## src/include/mul_settings.svh

```systemverilog
`ifndef MUL_SETTINGS_SVH
`define MUL_SETTINGS_SVH

// Operand and result width
`define MUL_XLEN 64

// Operands widened by two bits so the top Booth group is complete
`define MUL_EXT_W 66

// One partial product per radix-4 digit
`define MUL_PP_NUM 33
`define MUL_PROD_W 132

// Result FIFO depth, also the upstream credits after reset
`define MUL_CREDITS 4

`endif

```

## src/hdl/mul_pkg.sv

```systemverilog
`include "mul_settings.svh"

package mul_pkg;

	// Opcodes of the multiply unit
	typedef enum logic [2:0] {
		MUL_LO  = 3'd0,
		MUL_HSS = 3'd1,
		MUL_HSU = 3'd2,
		MUL_HUU = 3'd3,
		MUL_W   = 3'd4
	} mul_op_e;

	////////////////////////////////////////////////////////////
	// Pipeline payloads
	////////////////////////////////////////////////////////////

	// Request as issued by the core
	typedef struct packed {
		mul_op_e               op;
		logic [`MUL_XLEN-1:0]  a;
		logic [`MUL_XLEN-1:0]  b;
	} mul_req_t;

	// Stage 1, operands already sign or zero extended
	typedef struct packed {
		mul_op_e               op;
		logic [`MUL_EXT_W-1:0] ext_a;
		logic [`MUL_EXT_W-1:0] ext_b;
	} mul_opnd_t;

	// Stage 2, redundant form of the product
	typedef struct packed {
		mul_op_e                op;
		logic [`MUL_PROD_W-1:0] sum;
		logic [`MUL_PROD_W-1:0] carry;
	} mul_csa_t;

	// Final response word
	typedef struct packed {
		logic [`MUL_XLEN-1:0] result;
	} mul_rsp_t;

endpackage

```

## src/hdl/mul_operand_prep.sv

```systemverilog
`include "mul_settings.svh"

module mul_operand_prep (
	input  logic                clk,
	input  logic                rst_n,
	input  logic                req_valid,
	input  mul_pkg::mul_req_t   req,
	output logic                opnd_valid,
	output mul_pkg::mul_opnd_t  opnd
);

	localparam int HALF = `MUL_XLEN / 2;
	localparam int PAD  = `MUL_EXT_W - `MUL_XLEN;

	logic                 a_signed;
	logic                 b_signed;
	logic [`MUL_XLEN-1:0] a_src;
	logic [`MUL_XLEN-1:0] b_src;
	logic [`MUL_EXT_W-1:0] ext_a;
	logic [`MUL_EXT_W-1:0] ext_b;

	// Signedness per operand, rs1 is a and rs2 is b
	always_comb begin
		case (req.op)
			mul_pkg::MUL_HSU: begin
				a_signed = 1'b1;
				b_signed = 1'b0;
			end
			mul_pkg::MUL_HUU: begin
				a_signed = 1'b0;
				b_signed = 1'b0;
			end
			default: begin
				a_signed = 1'b1;
				b_signed = 1'b1;
			end
		endcase
	end

	// Word op only looks at the low halves
	always_comb begin
		a_src = req.a;
		b_src = req.b;
		if (req.op == mul_pkg::MUL_W) begin
			a_src = {{HALF{req.a[HALF-1]}}, req.a[HALF-1:0]};
			b_src = {{HALF{req.b[HALF-1]}}, req.b[HALF-1:0]};
		end
	end

	assign ext_a = {{PAD{a_signed & a_src[`MUL_XLEN-1]}}, a_src};
	assign ext_b = {{PAD{b_signed & b_src[`MUL_XLEN-1]}}, b_src};

	always_ff @(posedge clk or negedge rst_n) begin
		if (!rst_n) begin
			opnd_valid <= 1'b0;
		end else begin
			opnd_valid <= req_valid;
		end
	end

	always_ff @(posedge clk) begin
		if (req_valid) begin
			opnd.op    <= req.op;
			opnd.ext_a <= ext_a;
			opnd.ext_b <= ext_b;
		end
	end

endmodule

```

## config.mk

```make
export PLATFORM = sky130hd
export DESIGN_NAME = mul_operand_prep
export DESIGN_NICKNAME = d
export VERILOG_FILES = /design/src/hdl/mul_pkg.sv /design/src/hdl/mul_operand_prep.sv
export VERILOG_INCLUDE_DIRS = /design/src /design/src/include
export SDC_FILE = /design/constraint.sdc
export NUM_CORES = 1
export LEC_CHECK = 0
export ABC_AREA = 0
export BUFFER_PORTS_ARGS = -buffer_cell sky130_fd_sc_hd__buf_2
export CORE_ASPECT_RATIO = 1.4
export CORE_MARGIN = 10
export CORE_UTILIZATION = 30
export DETAILED_ROUTE_END_ITERATION = 8
export HOLD_SLACK_MARGIN = 0.1
export PLACE_DENSITY = 0.58
export SLEW_MARGIN = 15
export SYNTH_ARGS = -nofsm -noshare
export SYNTH_HDL_FRONTEND = slang
export SYNTH_SLANG_ARGS = --single-unit
```

## constraint.sdc

```tcl
create_clock -name clk -period 0.8 [get_ports clk]
set_input_delay 0.16 -clock clk [delete_from_list [all_inputs] [get_ports clk]]
set_output_delay 0.16 -clock clk [all_outputs]
set_load 0.02 [all_outputs]
```

==> impl_metrics.csv, run 1 <==
group,metric,value,unit
setup_path,cp-start-kind,"flip-flop",
synthesis,syn_area,4740,µm²
setup_path,cpMaxStageDelayCell,"edfxtp_1",
status,violations,"setup timing",
power_and_ir_drop,clockPowerShare,39.2,%
setup_path,end_kind,"primary output",
timing,rsz0062_at_grt,"true",
detailed_routing,ant_nets,0,
detailed_routing,wl,16.9,mm
clocking,htreeDepth,4,
timing,finalHoldViolCount,0,
clocking,cts_buffers,17,
setup_path,worstSetupStartpoint,"opnd[134]",
final_layout,drive_gt1_share,53.1,%
synthesis,yosysSeqAreaShare,84.8,%
synthesis,ys_ff_latch,134,
timing,tns,-53.07,ns
placement,dp_slack,-0.661,ns
detailed_routing,vias_per_cell,4.41,
setup_path,path_class,"reg -> out",
power_and_ir_drop,swShare,24.9,%
placement,port_buffers,269,
clocking,cts_tree,"yes",
worst_hold_path,holdCritStartpoint,"req[39]",
floorplan,die_x,126,µm
floorplan,rows,54,
timing,whs,0.0343,ns
timing,fin_crit_sh,145,%
timing,setup_slack,-0.362,ns
power_and_ir_drop,seqPwrFrac,43.6,%
job,maxCapViolCount,0,
placement,place_congestion,0.780,
placement,dp.final_hpwl,10.7,mm
synthesis,yosysUniqueCellTypes,16,
power_and_ir_drop,p_int,0.0150,W
setup_path,max_stage_delay,0.43,ns
timing,min_period,1.16,ns
placement,post_dp_cell_area,6440,µm²
floorplan,die-area,21300,µm²
final_layout,syn_to_final_growth,92.6,%
setup_path,critPathBufInv,1,
floorplan,core_area,15500,µm²
global_route,track_usage,14.7,%
setup_path,cp_max_fo,1,
clocking,clk_path_buf_depth,2,
final_layout,final_cell_mix,"153 x buf_2, 133 x edfxtp_1, 125 x buf_6",
global_route,grt.overflow.total,0,
detailed_routing,firstDrtPassIters,6,
power_and_ir_drop,vdd_drop_max,1.20,mV
timing,worst_pin_slew,0.294,ns
setup_path,path_delay_family,"flip-flops",
worst_hold_path,hold_path_class,"in -> reg",
power_and_ir_drop,power_density,2190,nW/µm²
setup_path,worst_ep_arrival_time,1.00,ns
synthesis,yosysWarnings,0,
global_route,grt_pass1_vias,4230,
detailed_routing,drc,0,
synthesis,syn-num-nets,359,
clocking,clock-sinks,134,
final_layout,final_core_util,58.7,%
global_route,grt_pass1_wl,24.5,mm
timing,timing.fmax,861,MHz
global_route,grt_antenna_before_repair,3,
global_route,grt_max_degree,32,
synthesis,synth.avg_cell_area,21.1,µm²
clocking,path_clk_slew,0.06,ns
detailed_routing,num_vias,3748,
floorplan,pin_count,270,
power_and_ir_drop,power.leakage,4.15,nW
floorplan,start_util,30.5,%
setup_path,crit_path_cell_trace,"buf_6",
power_and_ir_drop,combinationalPowerShare,17.3,%
power_and_ir_drop,switching_power,0.00496,W
final_layout,layout_commonest_cell,"buf_2",
timing,setup_viol,204,
final_layout,nets,771,
detailed_routing,wire_per_inst,19.9,µm
floorplan,die_h,169,µm
detailed_routing,initialDrtViolationCount,207,
clocking,clockRootBuffer,"clkbuf_16",
final_layout,stdcell_area,9130,µm²
timing,slew_violations,0,
setup_path,crit_required,0.64,ns
synthesis,synthCells,225,
timing,relSlewSlack,80.4,%
status,status,"finished, violations left",
==> synthesized netlist by cell type <==
cell	number	area share [%]
a21boi_0	1	0.16
buf_2	6	0.63
or3b_1	1	0.18
edfxtp_1	133	84
dfrtp_1	1	0.53
o211a_1	1	0.21
buf_8	6	1.9
nor2_1	2	0.16
o221a_2	1	0.24
or4b_1	1	0.21
clkbuf_1	2	0.16
a211o_1	1	0.18
a21o_1	64	10
nor4bb_1	2	0.42
buf_6	1	0.24
buf_4	2	0.32
==> final timing paths <==
kind                               to  slack [ns]  cells after the start
min in group asynchronous  opnd_valid        0.60                      3
max in group asynchronous  opnd_valid        0.09                      3
setup / recovery            opnd[134]       -0.36                      1
hold / removal               opnd[39]        0.03                      2
==> through the flow <==
step / total power [W] / cells
2_1_floorplan: 0.00983 / 225
3_3_place_gp: 0.0110 / 695
3_5_place_dp: 0.0110 / 695
4_1_cts: 0.0199 / 834
5_1_grt: 0.0207 / 847
6_report: 0.0199 / 849
==> power groups by stage <==
stage | Sequential (W) | Combinational [W] | Clock, W
6_report | 0.00869 | 0.00344 | 0.00781
5_1_grt | 0.00874 | 0.00363 | 0.00838
4_1_cts | 0.00865 | 0.00325 | 0.00802
3_5_place_dp | 0.00870 | 0.00235 | 0
3_3_place_gp | 0.00867 | 0.00231 | 0
2_1_floorplan | 0.00950 | 0.000331 | 0
==> state kept, by name (all words and copies together), names as in the netlist <==
register and flops:
opnd 133, opnd_valid 1
==> cells by family after synthesis <==
| logic type | after synthesis | synth area share [%] |
|---|---|---|
| flops | 134 | 84.8 |
| compound gates | 68 | 10.9 |
| simple gates | 6 | 0.977 |
| buf+inv | 17 | 3.25 |
==> timing repair <==
action,4_1_cts,5_1_grt
gates resized for setup,165,91
setup endpoints to repair,202,204
hold endpoints to repair,130,41
gates cloned,8,4
setup buffers,8,6
hold buffers,91,9
pin swaps,6,7
==> layout make-up <==
type	instances	area (µm²)
fillers	1183	6410
flip-flops and latches	134	4020
repair buffers	410	3660
multi-input cells	74	597
clock buffers	18	429
well taps	196	245
clock inverters	14	165
diodes	3	7.51
==> routing by layer <==
layer | global-route usage [%] | vias up | part of all wire (%)
met5 | 0 | - | 0
met4 | 4.62 | 0 | 1.6
met3 | 6.38 | 16 | 8.5
met2 | 26.2 | 179 | 54
met1 | 15.3 | 1833 | 36
li1 | - | 1720 | -
Power figures use the tool's default switching activity.
==> run 2, diff against run 1 <==
SETUP_SLACK_MARGIN = 0.1   (was not set)
==> run 2 against run 1 <==
  * The run still ends with setup timing left
  * Highest routed layer unchanged
  * Critical path type unchanged
  * Die area is the same
  * Critical path depth unchanged
  * Routed wire length down 1.7%
  * Fmax up 0.24%
  * Sequential power about the same
==> impl_metrics.csv, run 2 (synthesis gave the netlist of run 1 again) <==
group,metric,value,unit
status,status,"finished, violations left",
status,violations,"setup timing",
detailed_routing,wl_met1,5.97,mm
clocking,cts_buffers,17,
global_route,grt_max_degree,32,
detailed_routing,ant_nets,0,
placement,place_congestion,0.780,
placement,port_buffers,269,
final_layout,nets,739,
timing,slew_violations,0,
setup_path,crit_path_cell_trace,"buf_6",
detailed_routing,wl,16.6,mm
timing,worst_pin_slew,0.250,ns
timing,setup_viol,202,
timing,tns,-53.14,ns
global_route,grt.overflow.total,0,
floorplan,rows,54,
detailed_routing,initialDrtViolationCount,177,
final_layout,stdcell_area,8810,µm²
setup_path,max_stage_delay,0.43,ns
global_route,grt_pass1_wl,24.1,mm
timing,rsz0062_at_grt,"true",
placement,dp.final_hpwl,10.7,mm
setup_path,cp-start-kind,"flip-flop",
final_layout,largest_register,"opnd",
power_and_ir_drop,switching_power,0.00493,W
floorplan,core_area,15500,µm²
floorplan,start_util,30.5,%
power_and_ir_drop,seqPwrFrac,43.8,%
detailed_routing,wl_met2,8.94,mm
final_layout,reg_top3,"opnd x133, opnd_valid x1",
timing,whs,0.0265,ns
timing,fin_crit_sh,145,%
clocking,htreeDepth,4,
detailed_routing,wl_met3,1.40,mm
worst_hold_path,hold_path_class,"in -> reg",
setup_path,crit_required,0.64,ns
detailed_routing,drc,0,
clocking,clk_path_buf_depth,2,
power_and_ir_drop,total_power,0.0198,W
floorplan,pin_count,270,
detailed_routing,num_vias,3622,
floorplan,die_x,126,µm
global_route,grt_antenna_before_repair,3,
final_layout,layout_commonest_cell,"buf_2",
final_layout,seq_area,4020,µm²
power_and_ir_drop,clockPowerShare,39.4,%
clocking,cts_hold_buf,66,
power_and_ir_drop,p_int,0.0149,W
final_layout,final_cell_mix,"154 x buf_2, 133 x edfxtp_1, 123 x buf_6",
clocking,path_clk_slew,0.06,ns
power_and_ir_drop,power_density,2250,nW/µm²
power_and_ir_drop,swShare,24.9,%
timing,min_period,1.16,ns
detailed_routing,firstDrtPassIters,5,
final_layout,fillers,1227,
final_layout,drive_gt1_share,56.3,%
final_layout,syn_to_final_growth,86.0,%
timing,relSlewSlack,83.3,%
detailed_routing,vias_per_cell,4.43,
clocking,cts_tree,"yes",
setup_path,cp_max_fo,2,
timing,finalHoldViolCount,0,
setup_path,critPathBufInv,1,
job,maxCapViolCount,0,
global_route,grt_pass1_vias,4106,
placement,dp_slack,-0.661,ns
clocking,clockRootBuffer,"clkbuf_16",
timing,timing.fmax,863,MHz
floorplan,die-area,21300,µm²
power_and_ir_drop,vdd_drop_max,1.21,mV
setup_path,path_delay_family,"flip-flops",
setup_path,path_class,"reg -> out",
floorplan,die_h,169,µm
final_layout,multi_input_area,597,µm²
detailed_routing,wire_per_inst,20.3,µm
final_layout,largest_reg_flops,133,
setup_path,cpMaxStageDelayCell,"edfxtp_1",
placement,post_dp_cell_area,6440,µm²
setup_path,worst_ep_arrival_time,1.00,ns
power_and_ir_drop,power.leakage,4.02,nW
detailed_routing,routed.top_layer,"met4",
power_and_ir_drop,combinationalPowerShare,16.7,%
setup_path,end_kind,"primary output",
timing,setup_slack,-0.359,ns
global_route,track_usage,14.6,%
clocking,clock-sinks,134,
## run 2: power by group through the flow
stage,clock [W],combinational [W],sequential [W]
after floorplan,0,0.000331,0.00950
after global placement,0,0.00231,0.00867
after detailed placement,0,0.00235,0.00870
after CTS,0.00802,0.00315,0.00865
after global routing,0.00839,0.00349,0.00874
final,0.00781,0.00331,0.00868
## run 2: final timing paths
kind / start / to / slack (ns) / cells past startpoint
max: opnd[64] / opnd[64] / -0.36 / 1
min: req[51] / opnd[51] / 0.03 / 2
max in group asynchronous: rst_n / opnd_valid / 0.65 / 2
min in group asynchronous: rst_n / opnd_valid / 0.07 / 2
## run 2: final cells by class
class                      instances  area share, %
tap                              196           2.78
multi-input combinational         74           6.77
antenna                            4          0.114
clock buffer                      18           4.87
sequential                       134           45.6
timing repair buffer             378           38.0
clock inverter                    14           1.87
## run 2: what timing repair did
action	4_1_cts	5_1_grt
gates cloned	8	5
gates resized for setup	165	94
pin swaps	6	7
endpoints found under the hold margin	130	66
endpoints found under the setup margin	202	203
buffers inserted	8	7
## run 2: metrics by stage
| stage | util (%) | std cells |
|---|---|---|
| after global routing | 56.6 | 815 |
| final | 56.7 | 818 |
| after CTS | 54.8 | 809 |
| after global placement | 41.4 | 695 |
| after detailed placement | 41.4 | 695 |
| after floorplan | - | 225 |
## run 2: per-layer routing
layer | vias up | track usage [%]
met5 | - | 0
met4 | 0 | 5.31
met3 | 19 | 6.28
met2 | 172 | 25.6
met1 | 1774 | 15.0
li1 | 1657 | -
