File: src/include/mul_settings.svh
`ifndef MUL_SETTINGS_SVH
`define MUL_SETTINGS_SVH

// Operand and result width
`define MUL_XLEN 64

// Operands widened by two bits so the top Booth group is complete
`define MUL_EXT_W 66

// One partial product per radix-4 digit
`define MUL_PP_NUM 33
`define MUL_PROD_W 132

// Result FIFO depth, also the upstream credits after reset
`define MUL_CREDITS 4

`endif

File: src/hdl/mul_pkg.sv
`include "mul_settings.svh"

package mul_pkg;

	// Opcodes of the multiply unit
	typedef enum logic [2:0] {
		MUL_LO  = 3'd0,
		MUL_HSS = 3'd1,
		MUL_HSU = 3'd2,
		MUL_HUU = 3'd3,
		MUL_W   = 3'd4
	} mul_op_e;

	////////////////////////////////////////////////////////////
	// Pipeline payloads
	////////////////////////////////////////////////////////////

	// Request as issued by the core
	typedef struct packed {
		mul_op_e               op;
		logic [`MUL_XLEN-1:0]  a;
		logic [`MUL_XLEN-1:0]  b;
	} mul_req_t;

	// Stage 1, operands already sign or zero extended
	typedef struct packed {
		mul_op_e               op;
		logic [`MUL_EXT_W-1:0] ext_a;
		logic [`MUL_EXT_W-1:0] ext_b;
	} mul_opnd_t;

	// Stage 2, redundant form of the product
	typedef struct packed {
		mul_op_e                op;
		logic [`MUL_PROD_W-1:0] sum;
		logic [`MUL_PROD_W-1:0] carry;
	} mul_csa_t;

	// Final response word
	typedef struct packed {
		logic [`MUL_XLEN-1:0] result;
	} mul_rsp_t;

endpackage

File: src/hdl/mul_result_buffer.sv
`include "mul_settings.svh"

module mul_result_buffer (
	input  logic              clk,
	input  logic              rst_n,
	input  logic              csa_valid,
	input  mul_pkg::mul_csa_t csa,
	output logic              rsp_valid,
	output mul_pkg::mul_rsp_t rsp,
	input  logic              rsp_credit,
	output logic              req_credit
);

	localparam int DEPTH = `MUL_CREDITS;
	localparam int PTR_W = (DEPTH > 1) ? $clog2(DEPTH) : 1;
	localparam int CNT_W = $clog2(DEPTH + 1);
	localparam int HALF  = `MUL_XLEN / 2;

	function automatic logic [PTR_W-1:0] next_ptr(input logic [PTR_W-1:0] ptr);
		if (ptr == PTR_W'(DEPTH - 1)) begin
			return '0;
		end
		return ptr + PTR_W'(1);
	endfunction

	logic [`MUL_PROD_W-1:0] prod;
	logic [`MUL_XLEN-1:0]   result;
	logic [`MUL_XLEN-1:0]   mem [DEPTH];
	logic [PTR_W-1:0]       wr_ptr;
	logic [PTR_W-1:0]       rd_ptr;
	logic [CNT_W-1:0]       fill;
	logic [CNT_W-1:0]       dn_credits;
	logic                   pop;

	////////////////////////////////////////////////////////////
	// Final adder and result select
	////////////////////////////////////////////////////////////

	assign prod = csa.sum + csa.carry;

	always_comb begin
		case (csa.op)
			mul_pkg::MUL_HSS, mul_pkg::MUL_HSU, mul_pkg::MUL_HUU: begin
				result = prod[2*`MUL_XLEN-1:`MUL_XLEN];
			end
			mul_pkg::MUL_W: begin
				result = {{HALF{prod[HALF-1]}}, prod[HALF-1:0]};
			end
			default: begin
				result = prod[`MUL_XLEN-1:0];
			end
		endcase
	end

	// Credits bound the occupancy, so a push always finds a slot
	always_ff @(posedge clk) begin
		if (csa_valid) begin
			mem[wr_ptr] <= result;
		end
	end

	assign pop        = (fill != '0) && (dn_credits != '0);
	assign rsp_valid  = pop;
	assign req_credit = pop;
	assign rsp.result = mem[rd_ptr];

	always_ff @(posedge clk or negedge rst_n) begin
		if (!rst_n) begin
			wr_ptr <= '0;
			rd_ptr <= '0;
			fill   <= '0;
		end else begin
			if (csa_valid) begin
				wr_ptr <= next_ptr(wr_ptr);
			end
			if (pop) begin
				rd_ptr <= next_ptr(rd_ptr);
			end
			case ({csa_valid, pop})
				2'b10:   fill <= fill + CNT_W'(1);
				2'b01:   fill <= fill - CNT_W'(1);
				default: fill <= fill;
			endcase
		end
	end

	// Downstream credits, saturating at the buffer depth
	always_ff @(posedge clk or negedge rst_n) begin
		if (!rst_n) begin
			dn_credits <= '0;
		end else begin
			case ({rsp_credit, pop})
				2'b10: begin
					if (dn_credits != CNT_W'(DEPTH)) begin
						dn_credits <= dn_credits + CNT_W'(1);
					end
				end
				2'b01:   dn_credits <= dn_credits - CNT_W'(1);
				default: dn_credits <= dn_credits;
			endcase
		end
	end

endmodule

File: config.mk
export PLATFORM = sky130hd
export DESIGN_NAME = mul_result_buffer
export DESIGN_NICKNAME = d
export VERILOG_FILES = /design/src/hdl/mul_pkg.sv /design/src/hdl/mul_result_buffer.sv
export VERILOG_INCLUDE_DIRS = /design/src /design/src/include
export SDC_FILE = /design/constraint.sdc
export NUM_CORES = 1
export LEC_CHECK = 0
export BUFFER_PORTS_ARGS = -buffer_cell sky130_fd_sc_hd__buf_2
export CORE_ASPECT_RATIO = 1.2
export CORE_MARGIN = 5
export CORE_UTILIZATION = 40
export CTS_BUF_LIST = sky130_fd_sc_hd__clkbuf_8
export DETAILED_ROUTE_END_ITERATION = 10
export PLACE_DENSITY = 0.71
export SYNTH_ARGS = -nofsm -noshare
export SYNTH_HDL_FRONTEND = slang
export SYNTH_SLANG_ARGS = --single-unit
export TNS_END_PERCENT = 10
File: constraint.sdc
create_clock -name clk -period 2.75 [get_ports clk]
set_input_delay 0.6875 -clock clk [delete_from_list [all_inputs] [get_ports clk]]
set_output_delay 0.6875 -clock clk [all_outputs]
set_load 0.02 [all_outputs]
==> flow_metrics.tcl, run 1 <==
set metrics [dict create \
    leakage_nw 13.1 \
    p_per_area_nw_per_um2 641 \
    r2r-end "fill[2]" \
    synth_top_area_cell "edfxtp_1" \
    synth_edf_count 256 \
    syn2layout_area_growth_pct 58.0 \
    final-seq-area_um2 7940 \
    crit_buf_inv 2 \
    clockBufferDepth 3 \
    finalSetupViolCount 272 \
    vias 21183 \
    nFillCells 3948 \
    hold_slack_ns 0.395 \
    rsz0062_at_grt "true" \
    die_x_um 213 \
    fin_skew_ns 0.0196 \
    drtPass1Iterations 5 \
    p_total_mw 19.9 \
    drt-total-wl_mm 85.6 \
    synthCells 1984 \
    worst_setup_path_end_kind "flop" \
    viasPerCell 5.68 \
    drc 0 \
    ys_seq_area_frac 0.403 \
    layoutNonFillerInstCount 3728 \
    h-tree-depth 2 \
    crit_path_cell_trace "buf_6 -> ha_4 -> fa_2 -> a21o_1 -> a221o_1 -> a211oi_4 -> o41ai_4 -> buf_4 -> a21oi_4 -> o31ai_2 -> a21bo_2 -> a21oi_2 -> xnor2_2 -> a221oi_2 -> o211ai_1" \
    crit_slowest_cell "a221o_1" \
    die_h_um 253 \
    rrSetupSlack_ns 0.50 \
    initial_core_util 0.402 \
    io_buffers 328 \
    failed_checks "setup timing" \
    placed_cells 3620 \
    drive_gt1_frac 0.495 \
    grt_pass1_wl_mm 125 \
    outcome "complete, but fails checks" \
    critPathLaunchType "input port" \
    syn-num-nets 2391 \
    fp.coreArea_um2 49000 \
    criticalPathCategory "in -> reg" \
    hold_path.class "in -> reg" \
    multi_input_area_um2 13000 \
    critPathMaxStageDelay_ns 0.38 \
    post-route-min-period_ns 3.52 \
    final_nets 3466 \
    cts_tree "done" \
    critPathTopFamily "compound AO/OA/AOI/OAI gates" \
    r2r_cells 9 \
    place_hpwl_mm 67.9 \
    startpoint "csa[132]" \
    layout_common_cells "buf_4 (752), buf_2 (288), edfxtp_1 (256)" \
    tightest_slew_ns 0.696 \
    syn_area_um2 19700 \
    ant_nets 0 \
    yosysTopAreaCellShare 0.390 \
    synth-main-ff-cell "edfxtp_1" \
    fin_ws_ns -0.772 \
    path_depth 15 \
    dr.first_iter.drc_count 1555 \
    overflow 0 \
    clk_pin_slew_worst_paths_ns 0.07 \
    grt_pass1_vias 21717 \
    die_area_um2 53800 \
    hold_violations 0 \
    clock-sinks 266 \
    grt.total_usage 0.303 \
    synthTopCellsByArea "edfxtp_1 (39%), ha_1 (8.5%), mux4_2 (7.3%), a21oi_1 (5.7%), nand2_1 (3.8%)" \
    clk_latency_ns 0.59 \
    numCtsBuffers 42 \
    antenna_found_initial 1 \
    synthArstFlopShare 0.0376 \
    cp.arrival_ns 3.81 \
    ys_seq_elements 266 \
    yosysWarningCount 0 \
    num_io_pins 337 \
    peakVddDrop_v 0.000567 \
    grt_max_degree 65 \
    endpoint "mem[2][44]" \
    postSynthAreaPerCell_um2 9.92 \
    gp_congestion 1.02 \
    utilization 0.635 \
    slew_headroom 0.532 \
    min_period_over_period 1.28 \
    clock-root-buffer "clkbuf_8" \
    slew_viol_final 0 \
    maxCapViolCount 0 \
    fmax_ghz 0.284 \
    timing.rr.start "dn_credits[0]" \
    final_common_cell "buf_4" \
    worstPathMaxFanout 4 \
    crit_required_ns 3.03 \
    rows 89 \
    wl_per_cell_um 23.0 \
    synth_cell_types 82 \
]
## repair_timing
item,4_1_cts,5_1_grt
buffers inserted,15,22
pin swaps,72,85
hold endpoints to repair,10,0
hold buffers,1,0
gates resized for setup,237,179
setup endpoints to repair,303,308
## cell usage after synthesis, types with 4 or more instances
cell type  count
clkbuf_1      81
a221oi_1      17
o211ai_1      11
o21ai_0      148
o2111ai_1      4
and3_1         5
and2_1         9
or2_2          7
nand4_1       77
clkbuf_2       4
a211oi_1      12
inv_1         46
nand3b_1       8
a21oi_1      226
nand2_1      201
xor2_1        48
nor2_1       151
nor2b_1        4
o22ai_1        4
edfxtp_1     256
a221o_1        4
or3_1         19
a21o_1        72
a31oi_1       31
or4_1          6
mux2i_1        9
nand2b_1       9
o21a_1        17
nor4_1         8
xnor2_1       59
and4_1         8
a21boi_0       9
o21bai_1      40
dfrtp_1       10
nand3_1       26
buf_1          8
nor3_1        45
mux4_2        64
o31ai_1       10
o221ai_1      11
ha_1         133
buf_2          7
## where the power goes
part,internal (mW),leakage (nW),switching [mW],total [mW]
clock network,2.21,0.505,1.64,3.85
registers,5.53,2.47,0.251,5.79
logic,4.58,10.2,5.70,10.3
## layer usage
layer	share of wire	up-vias	global-route usage
li1	-	9817	-
met1	0.40	10237	0.391
met2	0.49	926	0.518
met3	0.066	203	0.0335
met4	0.049	0	0.125
met5	0	-	0
## state kept, by name (all words and copies together) (netlist names)
| name | count |
|---|---|
| dn_credits | 3 |
| fill | 3 |
| mem | 256 |
| rd_ptr | 2 |
| wr_ptr | 2 |
## per-stage QoR
stage	setup WS (ns)	area, um^2	setup TNS, ns
6_report	-0.772	31100	-117.14
5_1_grt	-0.867	31100	-140.17
4_1_cts	-0.787	30000	-112.63
3_5_place_dp	-1.85	27800	-348.28
3_3_place_gp	-1.86	27800	-332.56
2_1_floorplan	-0.826	19700	-142.30
## area by class of cell
type	count	share of cell area
Clock inverter	33	0.0121
Timing Repair Buffer	1132	0.266
Inverter	46	0.00555
Multi-Input combinational cell	1571	0.417
Sequential cell	266	0.255
Antenna cell	1	0.0000805
Tap cell	637	0.0256
Clock buffer	42	0.0186
## cell families (layout without fill, tap and decap cells)
logic type / count (synthesis) / in the layout / share of synthesized area
buf+inv: 147 / 1253 / 0.0289
other cells: 0 / 1 / 0
xor+xnor: 107 / 107 / 0.0476
compound gates: 660 / 660 / 0.211
mux: 77 / 77 / 0.0803
flops: 266 / 266 / 0.403
fa+ha+maj: 136 / 136 / 0.0876
simple gates: 591 / 591 / 0.142
## worst register-to-register path, delay by kind of cell, from the launching register on
kind / cells / cell delay [ns]
adder cells (fa/ha/maj): 2 / 0.65
AO/OA/AOI/OAI: 1 / 0.44
flip-flops: 1 / 0.39
XOR/XNOR: 2 / 0.32
AND/OR/NAND/NOR: 2 / 0.23
buffers and inverters: 2 / 0.15
## worst min-delay path by stage
| stage | start | to | slack [ns] | cells after the start |
|---|---|---|---|---|
| 4_1_cts | csa_valid | wr_ptr[1] | 0.36 | 2 |
| 3_5_place_dp | fill[2] | fill[2] | 0.47 | 1 |
| 6_report | csa_valid | wr_ptr[1] | 0.40 | 2 |
| 2_1_floorplan | rst_n | dn_credits[0] | 0.39 | 0 |
| 3_3_place_gp | fill[2] | fill[2] | 0.46 | 1 |
| 5_1_grt | csa_valid | wr_ptr[1] | 0.39 | 2 |
Power figures use the tool's default switching activity.
==> inputs of run 2 (changes only) <==
==> constraint.sdc (replaced) <==
create_clock -name clk -period 3.3 [get_ports clk]
set_input_delay 0.825 -clock clk [delete_from_list [all_inputs] [get_ports clk]]
set_output_delay 0.825 -clock clk [all_outputs]
set_load 0.02 [all_outputs]
==> run 2 against run 1 <==
Against the previous run:
- first-iteration DRC count shrank 1.6%
- largest cell class unchanged
- clock power shrank 31%
- via count shrank 1.3%
- sequential power shrank 16%
- hold slack lost 0.29 ns
- critical path depth grew 5
- setup slack gained 0.33 ns
- wire length shrank 2.8%
- critical path type unchanged
- critical endpoint is now mem[0][3]
- highest routed layer unchanged
- combinational power shrank 21%
- the flow still finishes with violations (setup timing)
- utilization shrank 2.0 points
==> flow_metrics.tcl, run 2 (synthesis results as in run 1) <==
set metrics [dict create \
    outcome "complete, but fails checks" \
    failed_checks "setup timing" \
    final_common_cell "buf_4" \
    critPathMostFrequentCell "buf_4" \
    nFillCells 4043 \
    grt_max_degree 65 \
    dpl_cell_area_um2 27400 \
    hold_path.class "in -> async" \
    critPathLaunchType "input port" \
    grt_pass1_wl_mm 122 \
    initial_core_util 0.402 \
    syn2layout_area_growth_pct 52.9 \
    critPathTopFamily "compound AO/OA/AOI/OAI gates" \
    cts_tree "done" \
    p_per_area_nw_per_um2 521 \
    hold_violations 0 \
    peakVddDrop_v 0.000394 \
    crit_required_ns 3.64 \
    slew_headroom 0.530 \
    numCtsBuffers 43 \
    die_h_um 253 \
    maxCapViolCount 0 \
    cp.arrival_ns 4.09 \
    slew_viol_final 0 \
    critPathMaxStageDelay_ns 0.43 \
    cts_hold_buf 0 \
    criticalPathCategory "in -> reg" \
    finalSetupViolCount 184 \
    fp.coreArea_um2 49000 \
    tightest_slew_ns 0.704 \
    hold_slack_ns 0.109 \
    drc 0 \
    grt.total_usage 0.293 \
    fmax_ghz 0.267 \
    final_nets 3414 \
    fin_skew_ns 0.0157 \
    dr.first_iter.drc_count 1530 \
    num_io_pins 337 \
    wl_per_cell_um 22.6 \
    largest_register_ffs 256 \
    die_x_um 213 \
    min_period_over_period 1.14 \
    regMostFlops "mem" \
    fin_area_um2 30100 \
    layout_common_cells "buf_4 (725), buf_2 (316), edfxtp_1 (256)" \
    ant_nets 0 \
    antenna_found_initial 1 \
    viasPerCell 5.69 \
    crit_path_cell_trace "buf_6 -> ha_4 -> buf_4 -> buf_4 -> a21o_1 -> nand4_1 -> buf_4 -> a21oi_4 -> buf_6 -> o21ai_4 -> o311ai_2 -> buf_4 -> a41o_1 -> a21boi_2 -> o21ai_2 -> buf_4 -> a211oi_2 -> xor2_1 -> o21ai_1 -> buf_4" \
    clock-root-buffer "clkbuf_8" \
    die_area_um2 53800 \
    rsz0062_at_grt "true" \
    worstPathMaxFanout 4 \
    clock-sinks 266 \
    rows 89 \
    utilization 0.614 \
    post-route-min-period_ns 3.75 \
    drtPass1Iterations 5 \
    crit_slowest_cell "xor2_1" \
    top_regs "mem: 256 flops, dn_credits: 3 flops, fill: 3 flops" \
    leakage_nw 12.7 \
    grt_pass1_vias 21428 \
    crit_buf_inv 8 \
    clk_latency_ns 0.59 \
    finalSetupTns_ns -29.71 \
    drive_gt1_frac 0.481 \
    fin_ws_ns -0.447 \
    vias 20912 \
    place_hpwl_mm 66.5 \
    clockBufferDepth 3 \
    h-tree-depth 2 \
    clk_pin_slew_worst_paths_ns 0.07 \
    io_buffers 328 \
    drt-total-wl_mm 83.2 \
    overflow 0 \
    gp_congestion 1.01 \
    worst_setup_path_end_kind "flop" \
]
## run 2: cell types whose count changed in the layout (fill, tap and decap cells not counted), sizes merged
cell         delta
buf            -52
bufinv          -7
clkbuf          +1
clkinv          -1
clkinvlp        +2
dlygate4sd3     -1
inv             +6
## run 2: what timing repair did
item,in CTS,in global routing
gates resized for setup,199,148
pin swaps,75,56
buffers inserted,9,14
setup endpoints to repair,255,248
## run 2: path summary, 6_finish.rpt
path                            cells past startpoint          start             to  slack, ns
worst max-delay path                               20         csa[0]      mem[0][3]      -0.45
worst min-delay path                                1          rst_n  dn_credits[0]       0.11
worst max register to register                      9  dn_credits[0]        fill[2]       1.07
worst min register to register                      1        fill[2]        fill[2]       0.48
max in group asynchronous                           1          rst_n      rd_ptr[0]       2.97
min in group clk                                    1        fill[2]        fill[2]       0.48
## run 2: worst register-to-register path, cell delays in order, from the launching register on
cell and delay (ns):
dfrtp_1 0.39, inv_1 0.09, nand2_1 0.09, o32a_1 0.43
ha_1 0.29, inv_1 0.07, fa_1 0.37, xor2_1 0.15
nor2_1 0.13, xor2_1 0.15
## run 2: cell type report
cell class,count,area (um^2),area share
Clock buffer,43,592,0.0197
Timing Repair Buffer,1079,7540,0.251
Tap cell,637,797,0.0265
Sequential cell,266,7940,0.264
Inverter,46,173,0.00574
Antenna cell,1,2.50,0.0000831
Clock inverter,33,193,0.00640
Multi-Input combinational cell,1571,12900,0.427
## run 2: through the flow
stage | std cells | setup WS [ns] | total power [mW]
3_3_place_gp | 3578 | -1.24 | 12.4
3_5_place_dp | 3578 | -1.25 | 12.5
2_1_floorplan | 1984 | -0.414 | 9.01
5_1_grt | 3676 | -0.505 | 16.4
6_report | 3676 | -0.447 | 15.7
4_1_cts | 3662 | -0.320 | 15.4
## run 2: layer usage
layer	part of all wire	global-route usage	vias up
li1	-	-	9711
met1	0.40	0.379	10135
met2	0.49	0.505	879
met3	0.060	0.0275	187
met4	0.047	0.122	0
met5	0	0	-
## run 2: where the power goes
part	leakage, nW	internal (mW)	total (mW)	switching (mW)
Sequential	2.47	4.61	4.89	0.284
Combinational	9.75	3.58	8.12	4.54
Clock	0.437	1.31	2.66	1.34
